### src/include/renkon_defs.svh
`ifndef RENKON_DEFS_SVH
`define RENKON_DEFS_SVH

// pixel and weight width
`define RENKON_DWIDTH 16

// fractional bits of pixels and weights
`define RENKON_FRAC 8

// width of the img_size and fil_size inputs
`define RENKON_LWIDTH 8

// largest filter side, also the window side
`define RENKON_MAXLINE 5

// largest image side, sets the depth of each row memory
`define RENKON_MAXSIZE 32

`endif

### src/design/renkon_pkg.sv
`include "renkon_defs.svh"

package renkon_pkg;

  // pixels, weights and results share one signed fixed-point format
  typedef logic signed [`RENKON_DWIDTH-1:0] pixel_t;

  // products and sums, with headroom for all 25 terms
  typedef logic signed [2*`RENKON_DWIDTH+4:0] acc_t;

  typedef logic [`RENKON_LWIDTH-1:0] size_t;

  // row-major index into the weight array
  typedef logic [$clog2(`RENKON_MAXLINE*`RENKON_MAXLINE)-1:0] waddr_t;

  // charge fills the first rows, active issues windows
  typedef enum logic [1:0] {
    S_WAIT,
    S_CHARGE,
    S_ACTIVE
  } lb_state_t;

endpackage

### src/design/mem_sp.sv
`timescale 1ns/1ps
`include "renkon_defs.svh"

module mem_sp #(
  parameter int DW = `RENKON_DWIDTH,
  parameter int AW = $clog2(`RENKON_MAXSIZE)
) (
  input  logic          clk,
  input  logic          mem_we,
  input  logic [AW-1:0] mem_addr,
  input  logic [DW-1:0] mem_wdata,
  output logic [DW-1:0] mem_rdata
);

  logic [DW-1:0] mem [2**AW];

  // registered read returns the old word on a same-address write
  always_ff @(posedge clk) begin
    if (mem_we) begin
      mem[mem_addr] <= mem_wdata;
    end
    mem_rdata <= mem[mem_addr];
  end

endmodule

### src/design/renkon_linebuf.sv
`timescale 1ns/1ps
`include "renkon_defs.svh"

module renkon_linebuf (
  input  logic                                                     clk,
  input  logic                                                     xrst,
  input  logic                                                     buf_en,
  input  renkon_pkg::size_t                                        img_size,
  input  renkon_pkg::size_t                                        fil_size,
  input  renkon_pkg::pixel_t                                       buf_input,
  output renkon_pkg::pixel_t [`RENKON_MAXLINE*`RENKON_MAXLINE-1:0] window,
  output logic                                                     win_valid,
  output logic                                                     done
);

  localparam int ML = `RENKON_MAXLINE;
  localparam int NMEM = ML + 1;
  localparam int AW = $clog2(`RENKON_MAXSIZE);
  localparam int MW = $clog2(NMEM);

  renkon_pkg::lb_state_t r_state;
  renkon_pkg::size_t     r_addr_count;
  renkon_pkg::size_t     r_line_count;
  logic [MW-1:0]         r_mem_count;
  logic [MW-1:0]         r_select;

  logic running;
  logic row_end;
  logic charge_end;
  logic active_end;
  logic col_ok;
  logic r_valid_d1;
  logic r_end_d1;
  logic r_end_d2;

  renkon_pkg::pixel_t r_pix_d;
  renkon_pkg::pixel_t read_mem [NMEM];
  renkon_pkg::pixel_t col_in [ML];
  renkon_pkg::pixel_t r_pixel [ML][ML];

  assign running = r_state != renkon_pkg::S_WAIT;
  assign row_end = running && r_addr_count == img_size - 1'b1;

  // charge holds the first fil_size-1 rows, the next row completes a footprint
  assign charge_end = r_state == renkon_pkg::S_CHARGE && row_end
                      && r_line_count == fil_size - 2'd2;
  assign active_end = r_state == renkon_pkg::S_ACTIVE && row_end
                      && r_line_count == img_size - 1'b1;
  assign col_ok = r_state == renkon_pkg::S_ACTIVE
                  && r_addr_count >= fil_size - 1'b1;

  always_ff @(posedge clk) begin
    if (!xrst) begin
      r_state <= renkon_pkg::S_WAIT;
    end else begin
      case (r_state)
        renkon_pkg::S_WAIT: begin
          if (buf_en) begin
            r_state <= (fil_size > 1'b1) ? renkon_pkg::S_CHARGE : renkon_pkg::S_ACTIVE;
          end
        end
        renkon_pkg::S_CHARGE: begin
          if (charge_end) begin
            r_state <= renkon_pkg::S_ACTIVE;
          end
        end
        renkon_pkg::S_ACTIVE: begin
          if (active_end) begin
            r_state <= renkon_pkg::S_WAIT;
          end
        end
        default: begin
          r_state <= renkon_pkg::S_WAIT;
        end
      endcase
    end
  end

  // row r of the frame lands in memory r mod NMEM
  always_ff @(posedge clk) begin
    if (!xrst || !running) begin
      r_addr_count <= '0;
      r_line_count <= '0;
      r_mem_count  <= '0;
    end else if (row_end) begin
      r_addr_count <= '0;
      r_line_count <= r_line_count + 1'b1;
      r_mem_count  <= (r_mem_count == MW'(ML)) ? '0 : r_mem_count + 1'b1;
    end else begin
      r_addr_count <= r_addr_count + 1'b1;
    end
  end

  // one stage for the memory read, one for the window load
  always_ff @(posedge clk) begin
    if (!xrst) begin
      r_select   <= '0;
      r_valid_d1 <= 1'b0;
      win_valid  <= 1'b0;
      r_end_d1   <= 1'b0;
      r_end_d2   <= 1'b0;
      done       <= 1'b0;
    end else begin
      r_select   <= r_mem_count;
      r_valid_d1 <= col_ok;
      win_valid  <= r_valid_d1;
      r_end_d1   <= active_end;
      r_end_d2   <= r_end_d1;
      done       <= r_end_d2;
    end
  end

  // current row bypasses its memory, aligned with the read data
  always_ff @(posedge clk) begin
    r_pix_d <= buf_input;
  end

  for (genvar m = 0; m < NMEM; m++) begin : g_mem
    mem_sp #(
      .DW(`RENKON_DWIDTH),
      .AW(AW)
    ) u_mem (
      .clk       (clk),
      .mem_we    (running && r_mem_count == MW'(m)),
      .mem_addr  (r_addr_count[AW-1:0]),
      .mem_wdata (buf_input),
      .mem_rdata (read_mem[m])
    );
  end

  // window row i takes the row fil_size-1-i lines back from the current one
  always_comb begin
    int k;
    int idx;
    for (int i = 0; i < ML; i++) begin
      k = int'(fil_size) - 1 - i;
      idx = int'(r_select) - k;
      if (idx < 0) begin
        idx = idx + NMEM;
      end
      if (k == 0) begin
        col_in[i] = r_pix_d;
      end else if (k > 0 && k < NMEM) begin
        col_in[i] = read_mem[idx];
      end else begin
        col_in[i] = '0;
      end
    end
  end

  // new column enters on the right and the window shifts left
  always_ff @(posedge clk) begin
    for (int i = 0; i < ML; i++) begin
      for (int j = 0; j < ML - 1; j++) begin
        r_pixel[i][j] <= r_pixel[i][j+1];
      end
      r_pixel[i][ML-1] <= col_in[i];
    end
  end

  // move the footprint to the top-left corner to line up with the weights
  always_comb begin
    int off;
    off = ML - int'(fil_size);
    for (int i = 0; i < ML; i++) begin
      for (int j = 0; j < ML; j++) begin
        if (i < int'(fil_size) && j < int'(fil_size) && j + off >= 0) begin
          window[i*ML+j] = r_pixel[i][j+off];
        end else begin
          window[i*ML+j] = '0;
        end
      end
    end
  end

endmodule

### config.mk
export PLATFORM = sky130hd
export DESIGN_NAME = renkon_linebuf
export DESIGN_NICKNAME = d
export VERILOG_FILES = /design/src/design/renkon_pkg.sv /design/src/design/mem_sp.sv /design/src/design/renkon_linebuf.sv
export VERILOG_INCLUDE_DIRS = /design/src /design/src/include
export SDC_FILE = /design/constraint.sdc
export NUM_CORES = 2
export LEC_CHECK = 0
export BUFFER_PORTS_ARGS = -buffer_cell sky130_fd_sc_hd__buf_4
export CAP_MARGIN = 20
export CELL_PAD_IN_SITES_DETAIL_PLACEMENT = 1
export CELL_PAD_IN_SITES_GLOBAL_PLACEMENT = 2
export CORE_MARGIN = 4
export CORE_UTILIZATION = 35
export DETAILED_ROUTE_END_ITERATION = 8
export PLACE_DENSITY_LB_ADDON = 0.1
export SKIP_LAST_GASP = 1
export SYNTH_ARGS = -nofsm -noshare
export SYNTH_HDL_FRONTEND = slang
export SYNTH_HIERARCHICAL = 1
export SYNTH_SLANG_ARGS = --single-unit
### constraint.sdc
create_clock -name clk -period 7.5 [get_ports clk]
set_clock_uncertainty 0.1 [all_clocks]
set_input_delay 0.75 -clock clk [delete_from_list [all_inputs] [get_ports clk]]
set_output_delay 0.75 -clock clk [all_outputs]
set_load 0.05 [all_outputs]
; ---- Word level (Yosys, flattened, before mapping)
; Memory sizes are Yosys's and may differ from the RTL's. A register that Yosys moved wholly into a read port is not among the register bits.
; Index checks and enable logic that the tools add are counted.
[totals]
ff_bits = 45
ramBits = 3472
out_inout_bits = 402
mem_count = 7
[classes]
add_sub_neg = 26
magnitude_cmp = 37
eq_ne = 13
muxes = 148
n_bitwise = 10
n_reduce_logical = 65
[mem_list]
columns = name, words, width, read_ports, rd_ports_with_merged_regs, wr, line
row1 = g_mem[0].u_mem.mem, 32, 16, 1, 1, 1, mem_sp.sv:15  ; logic [DW-1:0] mem [2**AW];
row2 = g_mem[1].u_mem.mem, 32, 16, 1, 1, 1, mem_sp.sv:15
row3 = g_mem[2].u_mem.mem, 32, 16, 1, 1, 1, mem_sp.sv:15
row4 = g_mem[3].u_mem.mem, 32, 16, 1, 1, 1, mem_sp.sv:15
row5 = g_mem[4].u_mem.mem, 32, 16, 1, 1, 1, mem_sp.sv:15
row6 = g_mem[5].u_mem.mem, 32, 16, 1, 1, 1, mem_sp.sv:15
row7 = 1 more memories, --, --, --, --, --, --
[ops]
columns = cell, n
row1 = 2-to-1 mux 16 bit, 95
row2 = binary-select mux 16 bit (select 3 bit), 30
row3 = ">= comparator 32 x 4 -> 1 bit, second input constant", 10
row4 = inverter 32 bit, 10
row5 = zero test 32 bit, 5
row6 = 2-to-1 mux 32 bit, 5
row7 = "adder 32 x 4 -> 32 bit, second input constant", 4
row8 = ">= comparator 32 x 1 -> 1 bit, second input constant", 4
row9 = "less-than comparator 32 x 1 -> 1 bit, second input constant", 4
row10 = "> comparator 32 x 1 -> 1 bit, second input constant", 3
row11 = "less-than comparator 32 x 4 -> 1 bit, second input constant", 3
row12 = subtractor 4 x 32 -> 32 bit, 3
row13 = logical AND 1 bit, 52
row14 = == test 8 bit, 3
row15 = "adder 3 x 9 -> 10 bit, first input constant", 2
row16 = "subtractor 9 x 3 -> 10 bit, second input constant", 2
row17 = "adder 8 x 1 -> 8 bit, second input constant", 2
row18 = "less-than comparator 1 x 8 -> 1 bit, first input constant", 2
row19 = "less-than comparator 2 x 8 -> 1 bit, first input constant", 2
row20 = "subtractor 8 x 1 -> 8 bit, second input constant", 2
row21 = "adder 11 x 4 -> 12 bit, second input constant", 1
row22 = 2-to-1 mux 1 bit, 12
row23 = "less-than comparator 11 x 1 -> 1 bit, second input constant", 1
row24 = subtractor 4 x 10 -> 11 bit, 1
row25 = 33 further kinds, 41

; ---- Depth between registers and ports, before layout
[depth]
depth_word = 11
depth_mapped = 20
depth_no_buf = 14

; ---- Cells and area by module
; The synthesis kept the hierarchy.
[modules_own_cells]
columns = mod, n_inst, cells_per_inst, area_per_inst_um2
row1 = mem_sp at g_mem[0].u_mem ..., 5, 1086, 20049.2
row2 = renkon_linebuf, 1, 3550, 30108.9
row3 = mem_sp at g_mem[1].u_mem, 1, 1086, 20059.2

; ---- Least setup slack after synthesis
; Ideal clock, no wire load.
[synth_path]
path_type = input to register
startpoint = in fil_size[0]
endpoint = mem r_pixel[1][0] (netlist name)
arrival_ns = 5.279
setup_slack_ns = 2.038
cell_stages = 19
path_cell_list = buf_2 > inv_1 > clkbuf_1 > clkbuf_1 > ha_1 > xor2_1 > inv_1 > ha_1 > clkbuf_1 > nand2_1 > mux2i_1 > a211o_1 > xor2_1 > o21ai_0 > or3_1 > a2111oi_2 > clkbuf_1 > a22oi_1 > o221ai_1
[synth_rtl]
columns = element, line
row1 = "start, declared", renkon_linebuf.sv:9  ; input renkon_pkg::size_t fil_size,
row2 = "end, declared", renkon_linebuf.sv:39  ; renkon_pkg::pixel_t r_pixel [ML][ML];

==> results_dict.tcl <==
set metrics [dict create \
    p_leak_nw 53.28 \
    ys_ff_latch 3613 \
    cpLargestDelayFamily "buffers and inverters" \
    yosysTopAreaCell "edfxtp_1" \
    clock-root-buffer "clkbuf_16" \
    rsz0062_at_grt "no" \
    synth.most_common_cell "edfxtp_1" \
    dr_total_vias 93340 \
    final_max_slew_viol_count 0 \
    reg2reg_slack_ns 3.12 \
    layout-drive-gt1-share_pct 16.37 \
    required_ns 6.65 \
    vdd_drop_max_v 0.0001828 \
    fmax_ghz 0.1668 \
    drv_cap 0 \
    r2r_end "g_mem[1].u_mem/mem[11][6]" \
    fin_crit_sh_pct 79.94 \
    tightest_slew_ns 1.250 \
    slew_headroom_pct 15.92 \
    io_pins 437 \
    io_buffers 436 \
    critical_path.cell_chain "clkbuf_8, inv_1, ha_4, buf_4, xnor2_2, nor2_4, buf_4, a22oi_1, nor2_1, buf_4" \
    drt.antenna.violating_nets 0 \
    initial_core_util_pct 35.18 \
    reg2reg_depth 4 \
    via_per_inst 5.629 \
    drt-pass1-iter-count 6 \
    dp_hpwl_um 349500 \
    avgSynthCellArea_um2 14.94 \
    cpMostUsedCell "buf_4" \
    finalWirelength_um 532300 \
    worst-path-buf-inv 5 \
    rows 240 \
    syn_inst 10070 \
    cts_tree "built" \
    cts.htree.levels 5 \
    critical_path_class "in -> out" \
    synthTopCellsByArea "edfxtp_1, mux2i_1, dfxtp_1" \
    cts.sinks 3613 \
    clockBufferDepth 4 \
    path_depth 10 \
    finalSetupViolCount 0 \
    drt_iter0_markers 7958 \
    end_kind "output pin" \
    post-cts-setup-buffer-count 0 \
    finalSetupTns_ns 0 \
    synth-edff-count 3072 \
    powerDensity_mw_per_mm2 252.3 \
    path_max_fanout 51 \
    final_cells 16580 \
    netlist_top_cells_count "edfxtp_1, mux2i_1, o22ai_1, nor2_1, dfxtp_1" \
    synth_nets 10140 \
    wire_per_inst_um 32.10 \
    r2r_start "r_addr_count[1]" \
    startpoint_type "primary input" \
    critPathSlowestCell "nor2_4" \
    overflow 0 \
    dp_cells 15800 \
    netlist_area_mm2 0.1504 \
    antenna_found_initial 32 \
    critPathLaunch "fil_size[1]" \
    layout.nets 10610 \
    ys_seq_area_share_pct 68.53 \
    cp.arrival_ns 5.15 \
    hold_class "in -> reg" \
    clock_latency_ns 0.97 \
    hold_violations 0 \
    yosys_warnings 6 \
    yosysUniqueCellTypes 91 \
    cp-endpoint "window[340]" \
    layout_min_cycle_time_ns 5.995 \
    cts.clk_slew.worst_paths_ns 0.06 \
    dieHeight_um 663.6 \
    synth-async-reset-ratio_pct 0 \
    core_mm2 0.4276 \
    die-area_mm2 0.4403 \
    cts_inserted_buffers 398 \
    grt_pass1_wl_um 748700 \
    synth_top_area_share_pct 61.33 \
    finalPower_mw 43.94 \
    gp_congestion 0.8572 \
    utilization_pct 40.73 \
    grt_max_degree 193 \
    gr-usage-all-layers_pct 23.39 \
    drc 0 \
    die_x_um 663.6 \
    cpPeakStageDelay_ns 0.71 \
    syn_to_final_growth_pct 15.80 \
    outcome "finished, final reports clean" \
    synth_flop_cell "edfxtp_1" \
    grt_pass1_vias 94890 \
    whs_ns 0.1333 \
]
==> timing repair <==
item / in CTS / in global routing
hold endpoints to repair: 9 / 0
gates resized for setup: 0 / 0
endpoints found under the setup margin: 0 / 0
hold buffers: 1 / 0
==> cell usage in the layout, fill, tap and decap left out, types with 26 or more instances in the layout <==
cell	instances
edfxtp_1	3072
mux2i_1	1768
o22ai_1	816
buf_4	724
dfxtp_1	536
nor2_1	496
nand2_1	453
clkbuf_16	400
a21oi_1	296
nor4_1	196
a22o_1	136
mux4_2	119
a22oi_1	114
nand3_1	106
clkbuf_1	102
a221oi_1	98
nand2b_1	94
mux2_2	84
nor2_2	84
a211oi_1	81
clkinv_1	80
clkinv_2	78
o21ai_0	70
inv_1	55
a311oi_1	45
a31oi_1	40
xnor2_1	39
maj3_1	36
nand4bb_1	36
ha_1	32
buf_8	30
xor2_1	29
o221ai_1	29
buf_12	29
nand4b_1	27
diode_2	26
bufinv_16	26
==> per-layer routing <==
layer / wire length, um / share of wire, % / track usage, %
met2: 255800 / 48 / 38.98
met3: 24430 / 4.6 / 3.224
met1: 237400 / 45 / 32.26
met5: 52 / 0.0098 / 0
met4: 14550 / 2.7 / 5.737
==> sequential cells by signal, indices dropped and copies added (netlist names) <==
signal                 cells
r_pixel                  400
r_line_count               8
r_end_d2                   1
r_addr_count               8
g_mem.u_mem/mem         3072
done                       1
r_valid_d1                 1
r_end_d1                   1
r_mem_count                3
r_pix_d                   16
r_select                   3
g_mem.u_mem/mem_rdata     96
r_state                    2
win_valid                  1
==> worst min-delay path by stage <==
stage	startpoint	end	cells past startpoint
detailed placement	r_pixel[1][46]	r_pixel[1][62]	0
global placement	r_pixel[1][33]	r_pixel[1][49]	0
floorplan	r_pixel[0][62]	r_pixel[0][78]	0
finish	buf_en	r_state[1]	4
CTS	buf_en	r_state[1]	4
global route	buf_en	r_state[1]	4
==> layout make-up <==
class	count	area (um2)
well taps	5687	7116
clock inverters	218	1999
repair buffers	819	6887
multi-input cells	5651	44290
clock buffers	510	10500
flip-flops and latches	3613	103100
fillers	42590	253400
diodes	26	65.06
inverters	57	219.0
==> metrics by stage <==
step	area, um2	setup slack, ns
after global routing	174100	1.376
after CTS	173700	1.466
final	174200	1.505
after detailed placement	161200	1.331
after floorplan	150400	2.038
after global placement	161000	1.338
==> where the power goes <==
part	internal, mW	switching, mW
sequential	21.9	0.206
combinational	0.829	2.03
clock	10.8	8.16
==> cell families after synthesis <==
| group | Yosys count | share of synthesized area, % |
|---|---|---|
| adder cells (fa/ha/maj) | 75 | 0.5840 |
| buffers and inverters | 802 | 2.481 |
| multiplexers | 1971 | 14.18 |
| AND/OR/NAND/NOR | 1707 | 5.592 |
| AO/OA/AOI/OAI | 1820 | 8.163 |
| XOR/XNOR | 78 | 0.4733 |
| flip-flops | 3613 | 68.53 |
==> tightest hold or removal path: stages <==
cell     delay, ns
buf_4         0.09
a21oi_1       0.06
nand2_1       0.08
and4b_1       0.19
(Power assumes the default switching activity.)
